==> src/verilog/scope_pkg.sv <==
// Shared widths and encodings; register offsets assume a 4-bit APB byte address with 32-bit data
package scope_pkg;

    // ADC result width and SCLK cycles per conversion
    localparam int SAMPLE_BITS = 14;
    localparam int FRAME_BITS = 16;

    // APB bus widths
    localparam int APB_ADDR_BITS = 4;
    localparam int APB_DATA_BITS = 32;

    // Control field widths
    localparam int PERIOD_BITS = 16;
    localparam int DIV_BITS = 8;

    // Channel index on the output stream, enough for up to eight ADCs
    localparam int CHANNEL_BITS = 3;

    // Register map offsets
    typedef enum logic [APB_ADDR_BITS-1:0] {
        CTRL     = 4'h0,
        PERIOD   = 4'h4,
        SCLK_DIV = 4'h8,
        STATUS   = 4'hC
    } reg_addr_e;

    // SPI master sequence
    typedef enum logic [1:0] {
        IDLE,
        SELECT,
        SHIFT,
        RELEASE
    } spi_state_e;

    // Scope buffer sequence
    typedef enum logic [1:0] {
        FILL,
        DRAIN,
        WAIT_DMA
    } buf_state_e;

endpackage
==> src/verilog/adc_scope_top.sv <==
// Single clock domain; miso lines must already be synchronous to ss and dma_done must be a pulse
module adc_scope_top #(
    parameter int n_channels = 6,
    parameter int buffer_frames = 4
) (
    input  logic                                ss,
    input  logic                                rst,
    input  logic [scope_pkg::APB_ADDR_BITS-1:0] paddr,
    input  logic                                psel,
    input  logic                                penable,
    input  logic                                pwrite,
    input  logic [scope_pkg::APB_DATA_BITS-1:0] pwdata,
    output logic [scope_pkg::APB_DATA_BITS-1:0] prdata,
    output logic                                pready,
    output logic                                pslverr,
    input  logic [n_channels-1:0]               miso,
    output logic                                cs_n,
    output logic                                sclk,
    input  logic                                dma_done,
    output logic [scope_pkg::SAMPLE_BITS-1:0]   out_data,
    output logic [scope_pkg::CHANNEL_BITS-1:0]  out_channel,
    output logic                                out_last,
    output logic                                out_valid,
    input  logic                                out_ready
);
    import scope_pkg::*;

    logic                              enable;
    logic [PERIOD_BITS-1:0]            period;
    logic [DIV_BITS-1:0]               sclk_div;
    logic                              trigger;
    logic                              busy;
    logic                              frame_valid;
    logic [n_channels*SAMPLE_BITS-1:0] frame_data;
    logic                              frame_dropped;

    scope_regs regs_i (
        .ss(ss), .rst(rst),
        .paddr(paddr), .psel(psel), .penable(penable), .pwrite(pwrite),
        .pwdata(pwdata), .prdata(prdata), .pready(pready), .pslverr(pslverr),
        .busy(busy), .trigger(trigger), .frame_dropped(frame_dropped),
        .enable(enable), .period(period), .sclk_div(sclk_div)
    );

    sample_timer timer_i (
        .ss(ss), .rst(rst), .enable(enable), .period(period), .trigger(trigger)
    );

    adc_spi_master #(.n_channels(n_channels)) spi_i (
        .ss(ss), .rst(rst), .trigger(trigger), .sclk_div(sclk_div), .miso(miso),
        .cs_n(cs_n), .sclk(sclk), .busy(busy),
        .frame_valid(frame_valid), .frame_data(frame_data)
    );

    scope_buffer #(.n_channels(n_channels), .buffer_frames(buffer_frames)) buf_i (
        .ss(ss), .rst(rst),
        .frame_valid(frame_valid), .frame_data(frame_data),
        .dma_done(dma_done), .frame_dropped(frame_dropped),
        .out_data(out_data), .out_channel(out_channel), .out_last(out_last),
        .out_valid(out_valid), .out_ready(out_ready)
    );

endmodule

==> src/verilog/scope_buffer.sv <==
// Collects buffer_frames frames, then streams them out; n_channels must not exceed eight
module scope_buffer #(
    parameter int n_channels = 6,
    parameter int buffer_frames = 4
) (
    input  logic                                          ss,
    input  logic                                          rst,
    input  logic                                          frame_valid,
    input  logic [n_channels*scope_pkg::SAMPLE_BITS-1:0]  frame_data,
    input  logic                                          dma_done,
    output logic                                          frame_dropped,
    output logic [scope_pkg::SAMPLE_BITS-1:0]             out_data,
    output logic [scope_pkg::CHANNEL_BITS-1:0]            out_channel,
    output logic                                          out_last,
    output logic                                          out_valid,
    input  logic                                          out_ready
);
    import scope_pkg::*;

    localparam int FRAME_IDX_W = (buffer_frames > 1) ? $clog2(buffer_frames) : 1;
    localparam logic [FRAME_IDX_W-1:0] FRAME_LAST = FRAME_IDX_W'(buffer_frames - 1);
    localparam logic [CHANNEL_BITS-1:0] CHAN_LAST = CHANNEL_BITS'(n_channels - 1);

    buf_state_e                     state;
    logic [n_channels*SAMPLE_BITS-1:0] mem [buffer_frames];
    logic [n_channels*SAMPLE_BITS-1:0] rd_word;
    logic [FRAME_IDX_W-1:0]         wr_ptr;
    logic [FRAME_IDX_W-1:0]         rd_frame;
    logic [CHANNEL_BITS-1:0]        rd_chan;
    logic                           wr_en;

    assign wr_en = frame_valid && (state == FILL);

    assign rd_word = mem[rd_frame];
    assign out_data = rd_word[rd_chan*SAMPLE_BITS +: SAMPLE_BITS];
    assign out_channel = rd_chan;
    assign out_valid = (state == DRAIN);
    assign out_last = out_valid && (rd_frame == FRAME_LAST) && (rd_chan == CHAN_LAST);

    always_ff @(posedge ss) begin
        if (wr_en) begin
            mem[wr_ptr] <= frame_data;
        end
    end

    always_ff @(posedge ss) begin
        if (rst) begin
            state <= FILL;
            wr_ptr <= '0;
            rd_frame <= '0;
            rd_chan <= '0;
            frame_dropped <= 1'b0;
        end else begin
            frame_dropped <= frame_valid && (state != FILL);
            case (state)
                FILL: begin
                    if (wr_en) begin
                        wr_ptr <= (wr_ptr == FRAME_LAST) ? '0 : wr_ptr + 1'b1;
                        if (wr_ptr == FRAME_LAST) begin
                            state <= DRAIN;
                        end
                    end
                end
                // Channel index runs fastest, then the frame index
                DRAIN: begin
                    if (out_ready) begin
                        if (rd_chan != CHAN_LAST) begin
                            rd_chan <= rd_chan + 1'b1;
                        end else begin
                            rd_chan <= '0;
                            rd_frame <= (rd_frame == FRAME_LAST) ? '0 : rd_frame + 1'b1;
                            if (rd_frame == FRAME_LAST) begin
                                state <= WAIT_DMA;
                            end
                        end
                    end
                end
                WAIT_DMA: begin
                    if (dma_done) begin
                        state <= FILL;
                    end
                end
                default: state <= FILL;
            endcase
        end
    end

endmodule

==> src/verilog/adc_spi_master.sv <==
// SPI mode 0 master for ADCs sharing cs_n and sclk; sclk_div is reloaded live, so change it only while idle
module adc_spi_master #(
    parameter int n_channels = 6
) (
    input  logic                                          ss,
    input  logic                                          rst,
    input  logic                                          trigger,
    input  logic [scope_pkg::DIV_BITS-1:0]                sclk_div,
    input  logic [n_channels-1:0]                         miso,
    output logic                                          cs_n,
    output logic                                          sclk,
    output logic                                          busy,
    output logic                                          frame_valid,
    output logic [n_channels*scope_pkg::SAMPLE_BITS-1:0]  frame_data
);
    import scope_pkg::*;

    localparam int HALF_W = $clog2(2 * FRAME_BITS);
    localparam logic [HALF_W-1:0] HALF_LAST = HALF_W'(2 * FRAME_BITS - 1);

    spi_state_e          state;
    logic [DIV_BITS-1:0] div_cnt;
    logic [HALF_W-1:0]   half_cnt;
    logic                shift_en;

    assign busy = (state != IDLE);

    // Sample on every rising sclk, which happens at the end of an even half-period
    assign shift_en = (div_cnt == '0)
                      && ((state == SELECT) || (state == SHIFT && !sclk));

    always_ff @(posedge ss) begin
        if (rst) begin
            state <= IDLE;
            cs_n <= 1'b1;
            sclk <= 1'b0;
            div_cnt <= '0;
            half_cnt <= '0;
            frame_valid <= 1'b0;
        end else begin
            frame_valid <= 1'b0;
            case (state)
                IDLE: begin
                    if (trigger) begin
                        cs_n <= 1'b0;
                        div_cnt <= sclk_div;
                        half_cnt <= '0;
                        state <= SELECT;
                    end
                end
                // First half-period with sclk low while the ADCs present their MSB
                SELECT: begin
                    if (div_cnt == '0) begin
                        sclk <= 1'b1;
                        div_cnt <= sclk_div;
                        half_cnt <= half_cnt + 1'b1;
                        state <= SHIFT;
                    end else begin
                        div_cnt <= div_cnt - 1'b1;
                    end
                end
                SHIFT: begin
                    if (div_cnt == '0) begin
                        sclk <= !sclk;
                        div_cnt <= sclk_div;
                        if (half_cnt == HALF_LAST) begin
                            state <= RELEASE;
                        end else begin
                            half_cnt <= half_cnt + 1'b1;
                        end
                    end else begin
                        div_cnt <= div_cnt - 1'b1;
                    end
                end
                RELEASE: begin
                    cs_n <= 1'b1;
                    frame_valid <= 1'b1;
                    state <= IDLE;
                end
                default: state <= IDLE;
            endcase
        end
    end

    // One shift register per miso line; the two leading zeros fall off the top
    for (genvar c = 0; c < n_channels; c++) begin : g_chan
        logic [FRAME_BITS-1:0] shreg;

        always_ff @(posedge ss) begin
            if (shift_en) begin
                shreg <= {shreg[FRAME_BITS-2:0], miso[c]};
            end
        end

        assign frame_data[c*SAMPLE_BITS +: SAMPLE_BITS] = shreg[SAMPLE_BITS-1:0];
    end

endmodule

==> src/verilog/sample_timer.sv <==
// One trigger every period+1 cycles while enabled; a new period value is taken at the next reload
module sample_timer (
    input  logic                              ss,
    input  logic                              rst,
    input  logic                              enable,
    input  logic [scope_pkg::PERIOD_BITS-1:0] period,
    output logic                              trigger
);
    import scope_pkg::*;

    logic [PERIOD_BITS-1:0] count;

    always_ff @(posedge ss) begin
        if (rst) begin
            count <= '0;
            trigger <= 1'b0;
        end else if (!enable) begin
            // Hold the counter loaded so the first period is a full one
            count <= period;
            trigger <= 1'b0;
        end else if (count == '0) begin
            count <= period;
            trigger <= 1'b1;
        end else begin
            count <= count - 1'b1;
            trigger <= 1'b0;
        end
    end

endmodule

==> src/verilog/scope_regs.sv <==
// APB slave without wait states; PERIOD resets to 1023 and SCLK_DIV to 3, drop count only clears on reset
module scope_regs (
    input  logic                                ss,
    input  logic                                rst,
    input  logic [scope_pkg::APB_ADDR_BITS-1:0] paddr,
    input  logic                                psel,
    input  logic                                penable,
    input  logic                                pwrite,
    input  logic [scope_pkg::APB_DATA_BITS-1:0] pwdata,
    output logic [scope_pkg::APB_DATA_BITS-1:0] prdata,
    output logic                                pready,
    output logic                                pslverr,
    input  logic                                busy,
    input  logic                                trigger,
    input  logic                                frame_dropped,
    output logic                                enable,
    output logic [scope_pkg::PERIOD_BITS-1:0]   period,
    output logic [scope_pkg::DIV_BITS-1:0]      sclk_div
);
    import scope_pkg::*;

    localparam logic [PERIOD_BITS-1:0] PERIOD_RESET = 16'd1023;
    localparam logic [DIV_BITS-1:0] DIV_RESET = 8'd3;
    localparam logic [7:0] DROP_MAX = 8'hFF;

    reg_addr_e  reg_addr;
    logic       addr_ok;
    logic       wr_en;
    logic       overrun;
    logic [7:0] drop_count;

    assign reg_addr = reg_addr_e'(paddr);
    assign wr_en = psel && penable && pwrite && addr_ok;
    assign pready = 1'b1;
    assign pslverr = psel && penable && !addr_ok;

    // Read mux, which also tells mapped offsets from unmapped ones
    always_comb begin
        prdata = '0;
        addr_ok = 1'b1;
        case (reg_addr)
            CTRL: prdata[0] = enable;
            PERIOD: prdata[PERIOD_BITS-1:0] = period;
            SCLK_DIV: prdata[DIV_BITS-1:0] = sclk_div;
            STATUS: begin
                prdata[0] = overrun;
                prdata[15:8] = drop_count;
            end
            default: addr_ok = 1'b0;
        endcase
    end

    always_ff @(posedge ss) begin
        if (rst) begin
            enable <= 1'b0;
            period <= PERIOD_RESET;
            sclk_div <= DIV_RESET;
        end else if (wr_en) begin
            case (reg_addr)
                CTRL: enable <= pwdata[0];
                PERIOD: period <= pwdata[PERIOD_BITS-1:0];
                SCLK_DIV: sclk_div <= pwdata[DIV_BITS-1:0];
                default: ;
            endcase
        end
    end

    // A trigger that lands on a busy SPI master is lost
    // Setting wins over a clear in the same cycle
    always_ff @(posedge ss) begin
        if (rst) begin
            overrun <= 1'b0;
        end else if (trigger && busy) begin
            overrun <= 1'b1;
        end else if (wr_en && reg_addr == STATUS && pwdata[0]) begin
            overrun <= 1'b0;
        end
    end

    always_ff @(posedge ss) begin
        if (rst) begin
            drop_count <= '0;
        end else if (frame_dropped && drop_count != DROP_MAX) begin
            drop_count <= drop_count + 8'd1;
        end
    end

endmodule

==> config.mk <==
export PLATFORM = sky130hd
export DESIGN_NAME = adc_scope_top
export DESIGN_NICKNAME = d
export VERILOG_FILES = /design/src/verilog/scope_pkg.sv /design/src/verilog/adc_scope_top.sv /design/src/verilog/scope_buffer.sv /design/src/verilog/adc_spi_master.sv /design/src/verilog/sample_timer.sv /design/src/verilog/scope_regs.sv
export SDC_FILE = /design/constraint.sdc
export NUM_CORES = 1
export LEC_CHECK = 0
export BUFFER_PORTS_ARGS = -buffer_cell sky130_fd_sc_hd__buf_2
export CORE_UTILIZATION = 37
export CTS_CLUSTER_DIAMETER = 60
export DETAILED_ROUTE_END_ITERATION = 16
export PLACE_DENSITY = 0.63
export SLEW_MARGIN = 10
export SYNTH_ARGS = -nofsm -noshare
export SYNTH_HDL_FRONTEND = slang
export SYNTH_SLANG_ARGS = --single-unit
==> constraint.sdc <==
create_clock -name ss -period 10.3 [get_ports ss]
set_input_delay 2.06 -clock ss [delete_from_list [all_inputs] [get_ports ss]]
set_output_delay 2.06 -clock ss [all_outputs]
set_load 0.05 [all_outputs]
==> results.md, run 1 <==
* Drt via density at 5.19
* Synth warn at 0
* Clock root buffer: clkbuf_16
* # clock sinks at 501
* RSZ-0062 raised after global routing: no
* Synthesized area per cell at 17.5 µm²
* Fraction of layout cells with a size suffix above 1 at 22.2%
* Core area at 51600 µm²
* GR Util All Layers at 13.7%
* Sequential fraction of the synthesis area at 73.3%
* Ys flop type: edfxtp_1
* CP peak stage delay at 810 ps
* Final-report hold violation count at 0
* Slowest-stage cell, CP: buf_4
* Net Sw Power at 0.000878 W
* Status: finished, final reports clean
* Yosys reg bits at 501
* Commonest non-fill, non-tap cell in the layout: edfxtp_1
* Critical-path cell list: buf_4 > mux4_2 > a22oi_1 > nand3_1 > buf_2
* Clock Power Share at 39.6%
* DRT iter0 DRCs at 682
* Largest net degree at the start of global routing at 63
* Drt total wl at 36.4 mm
* Final Wtd Congestion at 0.816
* Fin area at 21900 µm²
* DRT antenna net count at 0
* TNS Setup at 0 ps
* Vias in the first global route at 9954
* Final period util at 54.3%
* PD cells at 187 nW/µm²
* Die Y at 231 µm
* Post-CTS Setup Inserts at 0
* Worst-path clk slew at 60 ps
* Min Tclk post-route at 5590 ps
* CP max FO at 52
* Number of synthesized flops with an enable pin at 420
* Required time of the critical path at 8240 ps
* Hold-fix buffer count after cts at 0
* Critical path class: reg2out
* CTS tree: built
* Crit end category: output port
* Static leakage at 7.12 nW
* Crit path launch type: register
* Clk_lat worst skew at 580 ps
* TritonCTS Buffers at 47
* # nets final at 1256
* F_max at 0.179 GHz
* Gate power share at 3.0%
* Routed length per instance at 19.1 µm
* CP arrival at 3530 ps
* Most frequent cells in the layout: edfxtp_1 (420), mux4_2 (84), dfxtp_1 (78)
* Grt ovf at 0
* Fin util at 42.5%
* Ant diodes at 0
* Layout area overhead at 13.0%
* Placed Instance Area at 20500 µm²
* Num rows at 83
* Sequential power share at 57.4%
* Hold crit path type: reg2reg
* Setup Viol. Count Final at 0
* Sw Share at 21.4%
* Antenna violations before repair at 0
* Ys async rst share at 0%
* Pint at 0.00323 W
* Actual slew at the worst max-slew pin at 1160 ps
* Cells after Synth at 1112
* Post-Route Skew at 28.4 ps
* Worst slew margin at 22.1%
* Max Slew Vio Count at 0
* CTS H-tree lvls at 2
* Initial Util at 37.6%
* Worst path bufs/invs at 2
* Delay-heaviest family, CP: buffers and inverters
* Synthesized area at 19400 µm²
* First-pass GRT wire length at 57.0 mm
* Final HPWL DP at 21.1 mm
* Die W at 231 µm
* Post-CTS Resized at 0
* Peak supply drop at 0.159 mV
* Full die area at 53400 µm²
* DRC Markers at 0
* Clk buf depth at 3
* Number of port buffers at 70
* First-pass DRT Iterations at 5
* Vias at 9909
* Distinct cells, synth at 69
* IO Pins at 104
* Max cap viols at 0
-- state kept, by name, indices dropped and copies added (netlist names), named ones only --
register,flops
buf_i.frame_dropped,1
buf_i.mem,336
buf_i.out_channel,3
buf_i.rd_frame,2
buf_i.state,2
buf_i.wr_ptr,2
regs_i.drop_count,8
regs_i.enable,1
regs_i.overrun,1
regs_i.period,16
regs_i.sclk_div,8
spi_i.cs_n,1
spi_i.div_cnt,8
spi_i.frame_valid,1
spi_i.g_chan.shreg,84
spi_i.half_cnt,5
spi_i.sclk,1
spi_i.state,2
timer_i.count,16
timer_i.trigger,1
-- layer usage --
metal  up-vias  track usage, %  routed length, µm
li1       4564               -                  -
met1      5039            18.8              16300
met2       251            21.9              17300
met3        55            2.74               2080
met4         0            3.91                720
met5         -               0                  0
-- power groups by stage --
stage                     sequential (W)  combinational [W]  clock [W]
after detailed placement         0.00240           0.000125          0
after CTS                        0.00236           0.000125    0.00167
after global routing             0.00237           0.000134    0.00175
after global placement           0.00240           0.000124          0
after floorplan                  0.00239          0.0000861          0
final                            0.00236           0.000125    0.00163
-- path summary, 6_finish.rpt --
path	start	endpoint	slack, ps	depth (start not counted)
max reg2reg	spi_i.div_cnt[0]$_SDFFE_PP0P_	spi_i.g_chan[1].shreg[6]$_DFFE_PP_	6510	6
max	register	out_data[8]	4710	5
min reg2reg	buf_i.rd_frame[0]$_SDFFE_PP0P_	register	490	2
min	buf_i.rd_frame[0]$_SDFFE_PP0P_	register	490	2
-- cell families after synthesis --
group,count (synthesis),synth area share [%]
adder cells (fa/ha/maj),16,1.03
AO/OA/AOI/OAI,147,5.35
XOR/XNOR,17,0.767
other,2,0.0387
AND/OR/NAND/NOR,231,6.12
flip-flops,501,73.3
multiplexers,111,11.2
buffers and inverters,87,2.16
-- worst min-delay path, cell delays in order, from the launching register on --
cell     delay (ps)
dfxtp_1         320
nand2_1          60
a21oi_1          60
-- Yosys cell counts, types with 3 or more instances --
| cell type | instances | share of area (%) |
|---|---|---|
| ha_1 | 16 | 1.0 |
| and2_1 | 8 | 0.26 |
| a31oi_1 | 3 | 0.097 |
| nor2b_1 | 6 | 0.19 |
| nor4_1 | 8 | 0.26 |
| o22ai_1 | 3 | 0.097 |
| o211ai_1 | 5 | 0.19 |
| nand4_1 | 10 | 0.32 |
| nor3b_1 | 6 | 0.23 |
| xnor2_1 | 3 | 0.14 |
| or2_2 | 3 | 0.097 |
| nand2_1 | 66 | 1.3 |
| and3_1 | 8 | 0.26 |
| nor3_1 | 8 | 0.21 |
| inv_1 | 16 | 0.31 |
| a22o_1 | 15 | 0.68 |
| dfxtp_1 | 81 | 8.4 |
| mux2_2 | 14 | 0.81 |
| mux2i_1 | 13 | 0.67 |
| edfxtp_1 | 420 | 65 |
| nand4b_1 | 5 | 0.23 |
| mux4_2 | 84 | 9.7 |
| nor2_1 | 48 | 0.93 |
| or3_1 | 4 | 0.13 |
| a22oi_1 | 28 | 1.1 |
| a21oi_1 | 35 | 0.90 |
| buf_1 | 3 | 0.058 |
| nand2b_1 | 3 | 0.097 |
| a211oi_1 | 8 | 0.31 |
| clkbuf_1 | 38 | 0.73 |
| buf_4 | 17 | 0.66 |
| buf_2 | 11 | 0.28 |
| a211o_1 | 4 | 0.18 |
| xor2_1 | 14 | 0.63 |
| o21ai_0 | 19 | 0.49 |
| o21ai_1 | 3 | 0.077 |
| a311oi_1 | 3 | 0.14 |
| nand3_1 | 33 | 0.85 |
-- final cells by class --
cell class	instances	area [µm²]
Timing Repair Buffer	86	470
Sequential cell	501	14200
Tap cell	680	851
Multi-Input combinational cell	539	4860
Clock inverter	24	173
Inverter	16	60.1
Clock buffer	63	1280
Fill cell	4530	29700
-- stage by stage --
step	worst slack, ps	hold WS (ps)	total power (W)	std cells
after global placement	4870	468	0.00252	1822
after CTS	4540	484	0.00415	1909
after detailed placement	4850	475	0.00253	1822
final	4710	487	0.00411	1909
after global routing	4460	514	0.00425	1909
after floorplan	4720	440	0.00248	1127
Note: power is estimated with default switching activity, not from simulation.
==> run 2, diff against run 1 <==
ABC_AREA = 1   (was default)
clock period = 5.35 ns   (was 10.3 ns; I/O delays follow)
==> results.md, run 2 <==
* Final Wtd Congestion at 0.807
* Multiplexer area fraction after synthesis at 0%
* Drt total wl at 44.4 mm
* Static leakage at 8.47 nW
* Ys flop type: edfxtp_1
* Largest net degree at the start of global routing at 183
* Post-CTS Setup Inserts at 0
* Vias in the first global route at 12607
* Worst slew margin at 25.0%
* CP max FO at 17
* Critical path class: reg2out
* Min Tclk post-route at 4050 ps
* Distinct cells, synth at 40
* Synth Area in Simple Gates at 15.5%
* Area leader, netlist: edfxtp_1
* Final-report hold violation count at 0
* Crit path launch type: register
* Post-Route Skew at 47.4 ps
* Die Y at 236 µm
* Clk buf depth at 3
* Post-synthesis compound-gate area fraction at 8.08%
* Num rows at 85
* Max cap viols at 0
* Status: finished, final reports clean
* IO Pins at 104
* Hold crit path type: reg2reg
* Count leader, synth: edfxtp_1
* Setup Viol. Count Final at 0
* Fin util at 42.4%
* FF/Latch Area at 14200 µm²
* Fillers at 5036
* Most common library cells after synthesis: edfxtp_1 (420), nand2_1 (404), nor2_1 (318), o21ai_0 (184), inv_1 (111)
* Fraction of layout cells with a size suffix above 1 at 9.41%
* First-pass GRT wire length at 70.4 mm
* Crit end category: output port
* Commonest non-fill, non-tap cell in the layout: edfxtp_1
* Cells after Synth at 1847
* Tot Pwr at 0.00915 W
* Peak supply drop at 0.292 mV
* Layout area overhead at 12.9%
* Routed length per instance at 16.8 µm
* Area share of the largest cell type after synthesis at 62.2%
* Number of port buffers at 70
* F_max at 0.247 GHz
* TritonCTS Buffers at 50
* PD cells at 400 nW/µm²
* CTS tree: built
* Synthesized area per cell at 11.0 µm²
* Most flops, register: buf_i.mem
* Ant diodes at 0
* # nets final at 1970
* Number of synthesized flops with an enable pin at 420
* DRT iter0 DRCs at 1052
* Final period util at 75.7%
* DRC Markers at 0
* Max reg flops at 336
* XOR/XNOR Fraction of Synth Area at 0.561%
* Most frequent cells in the layout: edfxtp_1 (420), nand2_1 (404), nor2_1 (312)
* First-pass DRT Iterations at 5
* Required time of the critical path at 4280 ps
* Placed Instance Area at 21300 µm²
* DRT antenna net count at 0
* Post-CTS Resized at 0
* Sequential fraction of the synthesis area at 70.2%
* Synthesized area at 20300 µm²
* Ys async rst share at 0%
* Synth top area cells: edfxtp_1 (62%), dfxtp_1 (8.0%), nand2_1 (7.5%)
* Actual slew at the worst max-slew pin at 1120 ps
* Vias at 13137
* Final HPWL DP at 24.3 mm
* CTS H-tree lvls at 2
* Clk_lat worst skew at 620 ps
* Hold-fix buffer count after cts at 0
* RSZ-0062 raised after global routing: no
* Initial Util at 37.6%
* Full die area at 55800 µm²
* Grt ovf at 0
* Worst-path clk slew at 60 ps
* Synth Area in Adders at 0.987%
* Largest family of logic cells by synthesized area: simple AND/OR/NAND/NOR gates
* Clock root buffer: clkbuf_16
* Yosys reg bits at 501
* Drt via density at 4.98
* Multi-input gate area at 5200 µm²
* CP arrival at 2980 ps
* Core area at 54000 µm²
* GR Util All Layers at 16.0%
* # clock sinks at 501
* Die W at 236 µm
* Top flop regs: buf_i.mem: 336 flops, spi_i.g_chan.shreg: 84 flops
* Fin area at 22900 µm²
* Synth warn at 0
* TNS Setup at 0 ps
* Max Slew Vio Count at 0
* Antenna violations before repair at 0
[run 2: cells by family (layout without fill, tap and decap cells)]
| group | Yosys count | after routing |
|---|---|---|
| AOI/OAI and AO/OA | 308 | 308 |
| xor gates and xnor gates | 13 | 13 |
| adders and majority gates | 16 | 16 |
| buffers and inverters | 212 | 294 |
| DFF | 501 | 501 |
| other | 2 | 17 |
| and+or+nand+nor | 795 | 795 |
[run 2: worst paths after layout]
check | cells after the start | end | start | slack (ps)
hold / removal | 2 | buf_i.frame_dropped$_SDFF_PP0_ | spi_i.frame_valid$_SDFF_PP0_ | 430
hold reg to reg | 2 | buf_i.frame_dropped$_SDFF_PP0_ | spi_i.frame_valid$_SDFF_PP0_ | 430
setup reg to reg | 4 | buf_i.mem[0][70]$_DFFE_PP_ | buf_i.state[1]$_SDFFE_PP0P_ | 2840
setup / recovery | 9 | out_data[8] | buf_i.out_channel[0]$_SDFFE_PP0P_ | 1300
[run 2: routing by layer]
metal	part of all wire, %	track usage [%]
met5	0	0
met4	2.6	5.80
met3	5.3	2.68
met2	47	25.6
met1	45	22.0
[run 2: metrics by stage]
step	hold WS, ps	worst slack [ps]	std cells
floorplan	419	700	1862
global route	457	1100	2640
detailed placement	433	1730	2549
CTS	434	1230	2640
global placement	436	1790	2549
finish	430	1300	2640
[run 2: where the power goes]
| group | switching (W) | internal [W] | leakage (nW) |
|---|---|---|---|
| combinational | 0.000442 | 0.000131 | 3.23 |
| sequential | 0.000281 | 0.00487 | 4.45 |
| clock | 0.00150 | 0.00193 | 0.782 |
[run 2: area by class of cell]
| class | count | share of cell area (%) |
|---|---|---|
| sequential | 501 | 62.2 |
| multi-input combinational | 1149 | 22.7 |
| clock buffer | 69 | 5.91 |
| tap | 696 | 3.80 |
| timing repair buffer | 86 | 2.33 |
| inverter | 117 | 1.93 |
| clock inverter | 22 | 1.09 |
[run 2: worst max-delay path: stages, from the launching register on]
cell	delay, ps
dfxtp_1	580
inv_2	80
nor2_4	420
nand2_1	150
inv_2	460
nand2_1	120
nand2_1	80
inv_1	60
nand2_1	130
buf_2	290
==> run 3, diff against run 2 <==
clock period = 4.2 ns   (was 5.35 ns; I/O delays follow)
==> results.md, run 3 (synthesis gave the netlist of run 2 again) <==
* Status: finished, final reports clean
* Max Slew Vio Count at 0
* Post-CTS Resized at 0
* Fin area at 23000 µm²
* CTS tree: built
* Required time of the critical path at 3360 ps
* Core area at 54000 µm²
* First-pass GRT wire length at 69.0 mm
* Full die area at 55800 µm²
* Most frequent cells in the layout: edfxtp_1 (420), nand2_1 (404), nor2_1 (314)
* Peak supply drop at 0.386 mV
* GR Util All Layers at 15.8%
* Antenna violations before repair at 0
* Post-Layout Cell Count at 2640
* Initial Util at 37.6%
* Final HPWL DP at 23.6 mm
* Grt ovf at 0
* DRC Markers at 0
* Clk buf depth at 3
* Routed length per instance at 16.7 µm
* # clock sinks at 501
* Min Tclk post-route at 3840 ps
* Final-report hold violation count at 0
* CP max FO at 182
* Static leakage at 8.48 nW
* PD cells at 512 nW/µm²
* Layout area overhead at 13.2%
* Most flops, register: buf_i.mem
* CTS H-tree lvls at 2
* Fillers at 5011
* DRT antenna net count at 0
* Clk_lat worst skew at 600 ps
* Worst reg2reg setup slack at 2030 ps
* Vias in the first global route at 12380
* TritonCTS Buffers at 49
* FF-to-FF Start: buf_i.out_channel[0]$_SDFFE_PP0P_
* Num rows at 85
* Placed Instance Area at 21300 µm²
* # nets final at 1973
* Crit path launch type: register
* Number of port buffers at 70
* Crit end category: output port
* Reg2reg path depth at 8
* Top flop regs: buf_i.mem: 336 flops, spi_i.g_chan.shreg: 84 flops
* Post-CTS Setup Inserts at 0
* Drt via density at 4.96
* First-pass DRT Iterations at 5
* Post-Route Skew at 25.5 ps
* Ant diodes at 0
* Fraction of layout cells with a size suffix above 1 at 9.52%
* Worst-path clk slew at 70 ps
* F_max at 0.261 GHz
* IO Pins at 104
* Max cap viols at 0
* Critical path class: reg2out
* Die Y at 236 µm
* DRT iter0 DRCs at 989
* Clock root buffer: clkbuf_16
* Worst slew margin at 38.0%
* DP Cell Count at 2553
* Setup Viol. Count Final at 0
* Hold crit path type: in2reg
* Final Wtd Congestion at 0.804
* Vias at 13098
* Actual slew at the worst max-slew pin at 930 ps
* Final Hold Slack at 415 ps
* CP arrival at 3000 ps
* Drt total wl at 44.1 mm
* Largest net degree at the start of global routing at 183
* Hold-fix buffer count after cts at 0
* Tot Pwr at 0.0118 W
* Commonest non-fill, non-tap cell in the layout: edfxtp_1
* Die W at 236 µm
* Critical path capture point: out_data[1]
* RSZ-0062 raised after global routing: no
* Final period util at 91.3%
* Max reg flops at 336
-- run 3: cell types whose count changed in the layout (fill, tap and decap cells not counted), sizes merged --
cell,change
clkbuf,-12
clkinvlp,+6
buf,+4
bufinv,+4
clkinv,-3
inv,+1
-- run 3: how the worst min path moves through the flow --
stage                                            start                            endpoint  slack, ps  depth (start not counted)
after floorplan           spi_i.frame_valid$_SDFF_PP0_      buf_i.frame_dropped$_SDFF_PP0_        420                          2
after global placement    spi_i.frame_valid$_SDFF_PP0_      buf_i.frame_dropped$_SDFF_PP0_        440                          2
after detailed placement  spi_i.frame_valid$_SDFF_PP0_      buf_i.frame_dropped$_SDFF_PP0_        440                          2
after CTS                                      miso[5]  spi_i.g_chan[5].shreg[0]$_DFFE_PP_        380                          1
after global routing                           miso[5]  spi_i.g_chan[5].shreg[0]$_DFFE_PP_        390                          1
final                                          miso[4]  spi_i.g_chan[4].shreg[0]$_DFFE_PP_        410                          1
-- run 3: final cells by class --
class / count / area [µm²] / share of cell area (%)
multi-input combinational: 1149 / 5200 / 22.6
timing repair buffer: 90 / 588 / 2.56
clock buffer: 57 / 1260 / 5.47
clock inverter: 30 / 372 / 1.62
tap: 696 / 871 / 3.79
sequential: 501 / 14200 / 62.0
inverter: 117 / 442 / 1.92
-- run 3: critical path, stage by stage (launching register included) --
cell     delay (ps)
dfxtp_4         370
buf_12          510
o21ai_0         180
o21ai_0         330
nand2_1         140
nand2_1         100
o21ai_1         140
nand2_1         190
buf_2           280
-- run 3: layer usage --
layer  track usage, %  routed length (µm)  part of all wire, %  vias to the layer above
li1                 -                   -                    -                     6377
met4             5.73                1120                  2.5                        0
met2             25.4               20400                   46                      338
met1             21.6               20100                   46                     6310
met3             2.49                2490                  5.7                       73
met5                0                   0                    0                        -
-- run 3: report_power, final --
| part | switching (W) | internal [W] | total (W) |
|---|---|---|---|
| clock | 0.00188 | 0.00259 | 0.00447 |
| combinational | 0.000574 | 0.000168 | 0.000742 |
| sequential | 0.000356 | 0.00620 | 0.00655 |
| total | 0.00281 | 0.00895 | 0.0118 |
-- run 3: per-stage QoR --
stage | setup WS [ps] | setup TNS, ps | utilization [%]
after global placement | 972 | 0 | 39.5
after floorplan | -435 | -109590 | -
after detailed placement | 999 | 0 | 39.5
after global routing | 182 | 0 | 42.5
final | 365 | 0 | 42.5
after CTS | 358 | 0 | 42.5
